==> src/verilog/arcade_defs.svh <==
// ---------------------------------------------------------------------
// Shared constants of the arcade control and audio front end
// Debounce length, DAC width and keyboard scan codes
// ---------------------------------------------------------------------

`ifndef ARCADE_DEFS_SVH
`define ARCADE_DEFS_SVH

// Stable samples needed before a debounced output moves
`define ARC_DEBOUNCE_CYCLES 8

// Width of the audio sample and of the DAC accumulator core
`define ARC_DAC_BITS 12

// ---------------------------------------------------------------------
// PS/2 set 2 scan codes of the mapped keys
// ---------------------------------------------------------------------
`define ARC_KEY_UP     8'h75 // Keypad 8
`define ARC_KEY_DOWN   8'h72 // Keypad 2
`define ARC_KEY_LEFT   8'h6B // Keypad 4
`define ARC_KEY_RIGHT  8'h74 // Keypad 6
`define ARC_KEY_COIN   8'h76 // Esc
`define ARC_KEY_START1 8'h05 // F1
`define ARC_KEY_START2 8'h06 // F2
`define ARC_KEY_FIRE1  8'h29 // Space
`define ARC_KEY_FIRE2  8'h11 // Alt

`endif
==> src/verilog/arcade_pkg.sv <==
// ---------------------------------------------------------------------
// Packed types of the arcade control front end
// Key events, joystick ports, keyboard buttons and game controls
// ---------------------------------------------------------------------

package arcade_pkg;

	// One keyboard event from the host link
	typedef struct packed {
		logic       strobe;  // Valid for one cycle
		logic       pressed; // 1 on make, 0 on break
		logic [7:0] code;
	} key_event_t;

	// Raw or debounced joystick port, active high
	typedef struct packed {
		logic [1:0] spare;
		logic       bomb;
		logic       fire;
		logic       up;
		logic       down;
		logic       left;
		logic       right;
	} joy_t;

	// Held state of the mapped keys
	typedef struct packed {
		logic coin;
		logic start2;
		logic start1;
		logic fire2;
		logic fire1;
		logic up;
		logic down;
		logic left;
		logic right;
	} kbd_buttons_t;

	// Controls as seen by the game core
	typedef struct packed {
		logic coin;
		logic start2;
		logic start1;
		logic barrier;
		logic fire;
		logic left;
		logic right;
	} game_ctrl_t;

endpackage

==> src/verilog/arcade_io_top.sv <==
// ---------------------------------------------------------------------
// Arcade control and audio front end, top level
// Key decoder, joystick debouncers, control mapper and audio DAC
// ---------------------------------------------------------------------

`include "arcade_defs.svh"

module arcade_io_top
	import arcade_pkg::*;
(
	input  logic                     clk_sys,
	input  logic                     rst,
	input  key_event_t               key_evt,
	input  joy_t                     joy0_raw,   // Asynchronous
	input  joy_t                     joy1_raw,   // Asynchronous
	input  logic                     rotate_controls,
	input  logic                     reset_req,
	input  logic [`ARC_DAC_BITS-1:0] audio,
	output game_ctrl_t               ctrl,
	output logic                     game_reset,
	output logic                     audio_l,
	output logic                     audio_r
);

	kbd_buttons_t kbd_buttons;
	joy_t         joy0_clean;
	joy_t         joy1_clean;

	// ---------------------------------------------------------------------
	// Input paths
	// ---------------------------------------------------------------------
	key_decoder key_dec (
		.clk_sys (clk_sys),
		.rst     (rst),
		.key_evt (key_evt),
		.buttons (kbd_buttons)
	);

	input_debounce #(.payload_t(joy_t)) joy0_deb (
		.clk_sys (clk_sys),
		.rst     (rst),
		.raw     (joy0_raw),
		.clean   (joy0_clean)
	);

	input_debounce #(.payload_t(joy_t)) joy1_deb (
		.clk_sys (clk_sys),
		.rst     (rst),
		.raw     (joy1_raw),
		.clean   (joy1_clean)
	);

	control_mapper ctrl_map (
		.clk_sys         (clk_sys),
		.rst             (rst),
		.kbd             (kbd_buttons),
		.joy0            (joy0_clean),
		.joy1            (joy1_clean),
		.rotate_controls (rotate_controls),
		.reset_req       (reset_req),
		.ctrl            (ctrl),
		.game_reset      (game_reset)
	);

	// ---------------------------------------------------------------------
	// Mono audio to both channels
	// ---------------------------------------------------------------------
	sigma_delta_dac audio_dac (
		.clk_sys (clk_sys),
		.rst     (rst),
		.sample  (audio),
		.dac_out (audio_l)
	);

	assign audio_r = audio_l;

endmodule

==> src/verilog/sigma_delta_dac.sv <==
// ---------------------------------------------------------------------
// First-order sigma-delta DAC
// One-bit density output for an unsigned audio sample
// ---------------------------------------------------------------------

`include "arcade_defs.svh"

module sigma_delta_dac (
	input  logic                     clk_sys,
	input  logic                     rst,
	input  logic [`ARC_DAC_BITS-1:0] sample,
	output logic                     dac_out
);

	localparam int unsigned W = `ARC_DAC_BITS;

	logic [W-1:0] acc_q;
	logic [W:0]   acc_sum; // Extra bit holds the carry

	assign acc_sum = {1'b0, acc_q} + {1'b0, sample};

	// Carry density over 2^W cycles equals sample / 2^W
	always_ff @(posedge clk_sys) begin
		if (rst) begin
			acc_q   <= '0;
			dac_out <= 1'b0;
		end else begin
			acc_q   <= acc_sum[W-1:0];
			dac_out <= acc_sum[W];
		end
	end

endmodule

==> src/verilog/control_mapper.sv <==
// ---------------------------------------------------------------------
// Control mapper
// Merges keyboard and joysticks, applies rotation, registers outputs
// ---------------------------------------------------------------------

module control_mapper
	import arcade_pkg::*;
(
	input  logic         clk_sys,
	input  logic         rst,
	input  kbd_buttons_t kbd,
	input  joy_t         joy0,
	input  joy_t         joy1,
	input  logic         rotate_controls,
	input  logic         reset_req,
	output game_ctrl_t   ctrl,
	output logic         game_reset
);

	game_ctrl_t ctrl_d;
	game_ctrl_t ctrl_q;
	logic       game_reset_q;
	logic       any_up;
	logic       any_down;
	logic       any_left;
	logic       any_right;

	// Direction sources over all three devices
	assign any_up    = kbd.up    | joy0.up    | joy1.up;
	assign any_down  = kbd.down  | joy0.down  | joy1.down;
	assign any_left  = kbd.left  | joy0.left  | joy1.left;
	assign any_right = kbd.right | joy0.right | joy1.right;

	always_comb begin
		ctrl_d = '0;
		// Unrotated cabinet steers with the vertical stick axis
		if (rotate_controls) begin
			ctrl_d.left  = any_left;
			ctrl_d.right = any_right;
		end else begin
			ctrl_d.left  = any_down;
			ctrl_d.right = any_up;
		end
		ctrl_d.fire    = kbd.fire1 | joy0.fire | joy1.fire;
		ctrl_d.barrier = kbd.fire2 | joy0.bomb | joy1.bomb;
		ctrl_d.coin    = kbd.coin;   // Keyboard only
		ctrl_d.start1  = kbd.start1;
		ctrl_d.start2  = kbd.start2;
	end

	always_ff @(posedge clk_sys) begin
		if (rst) begin
			ctrl_q       <= '0;
			game_reset_q <= 1'b1; // Game held in reset with the front end
		end else begin
			ctrl_q       <= ctrl_d;
			game_reset_q <= reset_req;
		end
	end

	assign ctrl       = ctrl_q;
	assign game_reset = game_reset_q;

endmodule

==> src/verilog/input_debounce.sv <==
// ---------------------------------------------------------------------
// Two-flop synchronizer and debouncer for a packed payload
// ---------------------------------------------------------------------

`include "arcade_defs.svh"

module input_debounce #(
	parameter type payload_t = logic
) (
	input  logic     clk_sys,
	input  logic     rst,
	input  payload_t raw,
	output payload_t clean
);

	localparam int unsigned DB_CYCLES = `ARC_DEBOUNCE_CYCLES;
	localparam int unsigned CNT_W     = $clog2(DB_CYCLES + 1);

	payload_t       sync_q0;
	payload_t       sync_q1;
	payload_t       samp_q;  // Previous synchronized sample
	payload_t       clean_q;
	logic [CNT_W-1:0] run_cnt;

	// ---------------------------------------------------------------------
	// Synchronizer
	// ---------------------------------------------------------------------
	always_ff @(posedge clk_sys) begin
		if (rst) begin
			sync_q0 <= '0;
			sync_q1 <= '0;
			samp_q  <= '0;
		end else begin
			sync_q0 <= raw;
			sync_q1 <= sync_q0;
			samp_q  <= sync_q1;
		end
	end

	// ---------------------------------------------------------------------
	// Stability counter
	// ---------------------------------------------------------------------
	always_ff @(posedge clk_sys) begin
		if (rst) begin
			run_cnt <= '0;
			clean_q <= '0;
		end else if (sync_q1 != samp_q || sync_q1 == clean_q) begin
			run_cnt <= '0; // Input moved, or nothing to update
		end else if (run_cnt == CNT_W'(DB_CYCLES - 1)) begin
			run_cnt <= '0;
			clean_q <= samp_q;
		end else begin
			run_cnt <= run_cnt + 1'b1;
		end
	end

	assign clean = clean_q;

endmodule

==> src/verilog/key_decoder.sv <==
// ---------------------------------------------------------------------
// Keyboard scan-code decoder
// Holds the pressed state of each mapped key between events
// ---------------------------------------------------------------------

`include "arcade_defs.svh"

module key_decoder
	import arcade_pkg::*;
(
	input  logic         clk_sys,
	input  logic         rst,
	input  key_event_t   key_evt,
	output kbd_buttons_t buttons
);

	kbd_buttons_t btn_q;

	// Only a strobe touches the state and unknown codes fall through
	always_ff @(posedge clk_sys) begin
		if (rst) begin
			btn_q <= '0;
		end else if (key_evt.strobe) begin
			case (key_evt.code)
				`ARC_KEY_UP: begin
					btn_q.up <= key_evt.pressed;
				end
				`ARC_KEY_DOWN: begin
					btn_q.down <= key_evt.pressed;
				end
				`ARC_KEY_LEFT: begin
					btn_q.left <= key_evt.pressed;
				end
				`ARC_KEY_RIGHT: begin
					btn_q.right <= key_evt.pressed;
				end
				`ARC_KEY_COIN: begin
					btn_q.coin <= key_evt.pressed;
				end
				`ARC_KEY_START1: begin
					btn_q.start1 <= key_evt.pressed; // One player
				end
				`ARC_KEY_START2: begin
					btn_q.start2 <= key_evt.pressed; // Two players
				end
				`ARC_KEY_FIRE1: begin
					btn_q.fire1 <= key_evt.pressed;
				end
				`ARC_KEY_FIRE2: begin
					btn_q.fire2 <= key_evt.pressed;
				end
				default: begin
					btn_q <= btn_q;
				end
			endcase
		end
	end

	assign buttons = btn_q;

endmodule

==> config.mk <==
export PLATFORM = sky130hd
export DESIGN_NAME = arcade_io_top
export DESIGN_NICKNAME = d
export VERILOG_FILES = /design/src/verilog/arcade_pkg.sv /design/src/verilog/arcade_io_top.sv /design/src/verilog/sigma_delta_dac.sv /design/src/verilog/control_mapper.sv /design/src/verilog/input_debounce.sv /design/src/verilog/key_decoder.sv
export VERILOG_INCLUDE_DIRS = /design/src /design/src/verilog
export SDC_FILE = /design/constraint.sdc
export NUM_CORES = 1
export LEC_CHECK = 0
export BUFFER_PORTS_ARGS = -buffer_cell sky130_fd_sc_hd__buf_4
export CAP_MARGIN = 40
export CORE_UTILIZATION = 30
export CTS_CLUSTER_DIAMETER = 50
export CTS_CLUSTER_SIZE = 28
export DETAILED_ROUTE_END_ITERATION = 16
export HOLD_SLACK_MARGIN = 0.1
export PLACE_DENSITY = 0.45
export SYNTH_ARGS = -nofsm -noshare
export SYNTH_HDL_FRONTEND = slang
export SYNTH_SLANG_ARGS = --single-unit
==> constraint.sdc <==
create_clock -name clk_sys -period 2.6 [get_ports clk_sys]
set_clock_uncertainty 0.15 [all_clocks]
set_input_delay 0.13 -clock clk_sys [delete_from_list [all_inputs] [get_ports clk_sys]]
set_output_delay 0.13 -clock clk_sys [all_outputs]
set_load 0.02 [all_outputs]
# Word-level counts from Yosys, hierarchy flattened

Cells that the tools add are included.

Bits in registers: 102
Latch bits: 0
Bits in writable memories: 0
Bits in read-only memories: 0
Input port bits: 42
Output and inout port bits: 10
Word-level logic and storage cells: 125
Memories kept: 0

$add $sub $neg: 3
Multipliers: 0
Divide/modulo/power cells: 0
Magnitude comparators: 0
Eq/ne operators: 15
Shift-type cells: 0
Muxes and demuxes: 1
Bitwise logic cells: 14
Reduce and logical (&&, ||, !) cells: 15

Operators with widths:

| kind                                                                  | count |
|---|---|
| 8-bit by 7-bit equality test with 1-bit output, second input constant | 5 |
| 2-bit AND reduction                                                   | 11 |
| 8-bit by 3-bit equality test with 1-bit output, second input constant | 2 |
| 8-bit equality test                                                   | 2 |
| 8-bit inequality test                                                 | 2 |
| 12-bit by 12-bit adder with 13-bit output                             | 1 |
| 1-bit bitwise OR                                                      | 12 |
| 4-bit by 1-bit adder with 4-bit output, second input constant         | 2 |
| 4-bit by 3-bit equality test with 1-bit output, second input constant | 2 |
| 8-bit by 5-bit equality test with 1-bit output, second input constant | 1 |
| 8-bit by 6-bit equality test with 1-bit output, second input constant | 1 |
| 3-bit OR reduction                                                    | 2 |
| 1-bit logical OR                                                      | 2 |
| 2-bit 2-to-1 mux                                                      | 1 |
| 1-bit inverter                                                        | 2 |

# Longest topological paths before layout

Depth in word-level cells: 4
Gate-level depth with buffers: 8
Mapped depth without buffers: 8

# By module

Synthesis repeated with hierarchy kept, for this count alone.

Cell total of the unflattened synthesis: 396
Area, all modules: 4,180.3 um2

Modules (own cells, without submodules):

| module          | instances | cells an instance | area each (um2) | sequential area each (um2) |
|---|---|---|---|---|
| input_debounce  | 2         | 121               | 1,318.8         | 720.7 |
| sigma_delta_dac | 1         | 82                | 797.0           | 260.2 |
| key_decoder     | 1         | 49                | 486.7           | 180.2 |
| control_mapper  | 1         | 22                | 251.5           | 160.2 |
| arcade_io_top   | 1         | 1                 | 7.5             | 0.0 |

# Worst setup path before layout

OpenSTA, ideal clock, no wires.

Kind: register to register
Start point: register audio_dac.acc_q[0]
End point: register audio_dac.acc_q[8]
Library setup time: 0.121 ns
Arrival time: 1.856 ns
Required time: 2.329 ns
Slack: 0.473 ns
Cell stages (with the launch flop): 9
Buffers on the path: 0
Period minus slack after synthesis: 2.127 ns
Cell sequence: dfxtp_1 ha_1 inv_1 fa_1 nor2b_1 o21ai_0 o21ai_0 a31oi_1 mux2_2

Longest elaborated chain between the ends: 1

RTL lines:

| element                                   | RTL line              | text |
|---|---|---|
| from (decl)                               | sigma_delta_dac.sv:17 | `logic [W-1:0] acc_q;` |
| from (signal assigned)                    | sigma_delta_dac.sv:28 | `acc_q <= acc_sum[W-1:0];` |
| 12-bit by 12-bit adder with 13-bit output | sigma_delta_dac.sv:20 | `assign acc_sum = {1'b0, acc_q} + {1'b0, sample};` |

Every way passes these cells.
A chain may end at the register's enable or synchronous reset.

# Worst setup path in the final report

Start point: input audio[1]
End point: register audio_dac.acc_q[9]

Longest elaborated chain between the ends: 1

RTL lines:

| element                                   | RTL line              | text |
|---|---|---|
| from (decl)                               | arcade_io_top.sv:18   | `` input logic [`ARC_DAC_BITS-1:0] audio, `` |
| 12-bit by 12-bit adder with 13-bit output | sigma_delta_dac.sv:20 |  |

Every way passes these cells.

==> results.md <==
- Once placement completed, the tool counted placed cells totaling 618.
- Traced cell by cell, the critical path runs through dlygate4sd3_1, buf_4, ha_1, a211oi_1, o21ai_0, and2_1, a311oi_1, mux2_2.
- The number of fill cells is about 1.3k.
- Summing every instance area after synthesis gives 0.00408 mm^2.
- Based on the critical path, the design can be clocked at up to roughly 400 MHz.
- Pin placement for this block handled 52 I/O pins.
- Across all hold checks on the routed design, the worst slack comes to 0.0813 ns.
- The worst reg2reg path endpoint is audio_dac.acc_q[9].
- The most instantiated library cell after synthesis is sky130_fd_sc_hd__dfxtp_1.
- The placed wire-length estimate after detailed placement is 5560 um.
- Across all setup checks in the final design, the least slack found is 0.135 ns.
- Of all nets on the critical path, the largest fanout is 3.
- The die is about 120 um wide.
- The final number of setup-violating endpoints is 0.
- Once detail routing completed, the nets flagged for antenna violations numbered 0.
- At the pin with the least slew margin, the transition time is about 0.57 ns.
- STA classifies the critical path startpoint as an input port.
- The Yosys step of the flow raised 0 warnings.
- The share of final-layout standard cells stronger than drive strength 1 is 16.7%.
- At the later pin of the worst-skew pair, clock insertion delay measures 0.34 ns.
- The post-synthesis cell count is ~400.
- The die height is 119 um.
- The number of antenna cells inserted is 0.
- The cell accounting for the most synthesized area is sky130_fd_sc_hd__dfxtp_1.
- The final wirelength is 8210 um.
- The area enclosed by the die boundary is 0.0141 mm^2.
- The data required time at the worst endpoint is 2.69 ns.
- The slowest stage of the critical path belongs to the cell sky130_fd_sc_hd__dlygate4sd3_1.
- In the final design database the tool counted 550 nets.
- Across the run, the number of max-cap violations was 0.
- The sequential standard cell area is 0.00204 mm^2.
- The number of antenna violations at the first check in global routing is 0.
- The iteration count of the initial detailed-routing pass is 4.
- The first global-routing pass estimated 14000 um of wire.
- In this run the number of H-tree levels came out at 3.
- The count of final hold-check violations is 0.
- The average wire length per cell after detail routing is 12.2 um.
- The number of buffers on the longest clock path is 2.
- The total clock buffers created by CTS is 9.
- The worst relative slew slack is just over 60%.
- The data arrival time of the critical path is 2.55 ns.
- The end of the worst hold path is ctrl_map.ctrl[1].
- The largest net degree at the start of global routing is 43.
- The startpoint identified for the worst hold timing path is rotate_controls.
- At the placement stage, the worst setup path has a slack of 0.340 ns.
- The number of unique standard cell types used by synthesis is 38.
- The area growth from synthesis to final layout is 33.1%.
- The root buffer cell chosen for the clock tree is sky130_fd_sc_hd__clkbuf_16.
- By count the netlist is led by sky130_fd_sc_hd__dfxtp_1, sky130_fd_sc_hd__nor2b_1, sky130_fd_sc_hd__nor2_1.
- The number of placement rows is 42.
- The combined buffer and inverter count along the critical path is 2.
- The cell area after placement is 0.00470 mm^2.
- In the final timing run, aggregate negative setup slack is 0 ns.
- The analysis attributes to cell leakage a power of 2.26 nW.
- The cell type group with the largest total delay on the critical path is compound AO/OA/AOI/OAI gates.
- The total number of vias is 2935.
- The final routed DRC violation total is 0.
- The number of global-route vias before repair is 2958.
- The reg-to-reg startpoint is audio_dac.acc_q[1].
- The most used flip-flop cell after synthesis is sky130_fd_sc_hd__dfxtp_1.
- The total congestion overflow is 0.
- Clock-pin slew was measured on the worst setup and hold paths at 0.07 ns.
- The cell count of the worst reg-to-reg path is 6.
- Yosys attributes the largest share of cell area to sky130_fd_sc_hd__dfxtp_1, sky130_fd_sc_hd__nor2b_1, sky130_fd_sc_hd__mux2i_1.
- For this run, asynchronously set or reset flops after synthesis account for 0%.
- TritonCTS built the clock tree.
- In the final layout, the multi-input gates occupy 0.00196 mm^2.
- The worst register-to-register path has a setup slack of ~0.30 ns.
- The overall routing resource usage is 12.8%.
- The share of Yosys cell area claimed by the top area cell type is 50.0%.
- Counting buffers and inverters, the worst setup path is 8 cells deep.
- The initial cell density of the core is 30.8%.
- Counting flops and latches in the post-synthesis netlist gives 102.
- Along the worst hold path, the cell count comes to 3.
- The count of final max-slew check failures is 0.
- Dividing total power by cell area gives a power density of 732 mW/mm^2.
- The run finished with clean final reports.
- The final period demand of the worst path is around 2.5 ns.
- The finished cells cover 0.00544 mm^2.
- Setup repair after global routing left no endpoint under its margin.
- The average instance area after synthesis is 10.3 um^2.
- The placeable core region is 0.0132 mm^2.
- The worst-case IR drop observed on VDD is approximately 290 uV.
- The number of sinks handled by clock tree synthesis is 102.
- Excluding fillers, the count of instances in the completed layout stands at ~670.
- The total of buffers placed on input and output ports is 51.
- The path category of the worst min-delay check is in -> reg.
- The number of enable flip-flop cells after synthesis is 0.
- The congestion estimate from routability-driven global placement came to 0.803.
- Summing the sequential cell areas from Yosys gives 50.0% of the chip area.
- STA classifies the critical path endpoint as a flop.
- In the routed layout, each cell is associated on average with a via count of 4.35.
- The number of nets in the synthesized netlist is 454.
- The final clock period utilization by the worst path is 94.8%.
- The number of DRC markers after the initial detailed-route iteration is 176.
- The largest single stage delay on the critical path is 0.53 ns.
- The critical path is of the in -> reg type.
[area by class of cell]
cell class	instances	area share [%]
clock inverters	5	1.96
flip-flops and latches	102	37.6
repair buffers	98	15.6
well taps	176	4.05
inverters	7	0.483
multi-input cells	275	36.1
clock buffers	11	4.28
[logic make-up (layout without fill, tap and decap cells)]
group / count (synthesis) / in the layout / share of synthesized area [%]
AOI/OAI and AO/OA: 37 / 37 / 7.02
xor gates and xnor gates: 40 / 40 / 8.58
adders and majority gates: 15 / 15 / 4.78
buffers and inverters: 20 / 121 / 1.93
DFF: 102 / 102 / 50.0
muxes: 26 / 26 / 6.50
and+or+nand+nor: 157 / 157 / 21.2
[placed cells by master, fill, tap and decap left out, drive strengths merged, types with 2 or more instances in the layout]
master and count:
xnor2 22, nand2 6, nor3 9, nand3 6, ha 14, bufinv 3
nand4 7, nand3b 2, nor2b 61, a211o 2, a21oi 9, mux2 4
clkbuf 11, a21o 8, a311oi 2, nor4b 4, a211oi 2, nand2b 3
mux2i 22, a31oi 2, o21ai 6, xor2 18, a2111oi 2, nor4 7
inv 8, or3b 3, nor2 44, dlygate4sd3 39, buf 59, dfxtp 102
[how the worst max path moves through the flow]
stage                                    end          startpoint  slack [ns]
after floorplan           audio_dac.acc_q[8]  audio_dac.acc_q[0]        0.47
after global placement    audio_dac.acc_q[9]  audio_dac.acc_q[1]        0.35
final                     audio_dac.acc_q[9]            audio[1]        0.13
after global routing      audio_dac.acc_q[9]            audio[1]        0.01
after CTS                 audio_dac.acc_q[9]            audio[1]        0.18
after detailed placement  audio_dac.acc_q[9]  audio_dac.acc_q[1]        0.34
[per-layer routing]
layer | up-vias | GRT usage, % | part of all wire, %
li1 | 1540 | - | -
met1 | 1323 | 16.2 | 51
met2 | 61 | 20.1 | 44
met3 | 11 | 2.70 | 3.5
met4 | 0 | 7.12 | 2.4
met5 | - | 0 | 0
[repair_timing]
action,in CTS,in global routing
resized for setup,0,1
hold endpoints to repair,39,0
setup buffers,0,1
hold buffers,39,0
endpoints found under the setup margin,0,2
[flip-flops by register name, summed over array words and instances, names as in the netlist, 8 cells and up]
register,count
joy1_deb.samp_q,8
joy1_deb.sync_q0,8
key_dec.buttons,9
joy0_deb.sync_q1,8
joy0_deb.samp_q,8
joy0_deb.clean,8
joy0_deb.sync_q0,8
joy1_deb.sync_q1,8
joy1_deb.clean,8
audio_dac.acc_q,12
[metrics by stage]
stage | power (W) | util [%]
after floorplan | 0.00225 | -
after global placement | 0.00243 | 35.5
after detailed placement | 0.00244 | 35.5
after CTS | 0.00403 | 41.0
after global routing | 0.00420 | 41.0
final | 0.00398 | 41.0
[where the power goes]
group	switching, W	internal [W]	leakage [nW]	total, W
Sequential	0.0000400	0.00167	0.834	0.00171
Combinational	0.000360	0.000384	1.27	0.000744
Clock	0.000582	0.000945	0.160	0.00153
Total	0.000981	0.00300	2.26	0.00398
[tightest hold or removal path, cell delays in order]
cell and delay [ns]:
sky130_fd_sc_hd__buf_4 0.11, sky130_fd_sc_hd__nor4_1 0.04, sky130_fd_sc_hd__nor3_1 0.22
(Power assumes the default switching activity.)
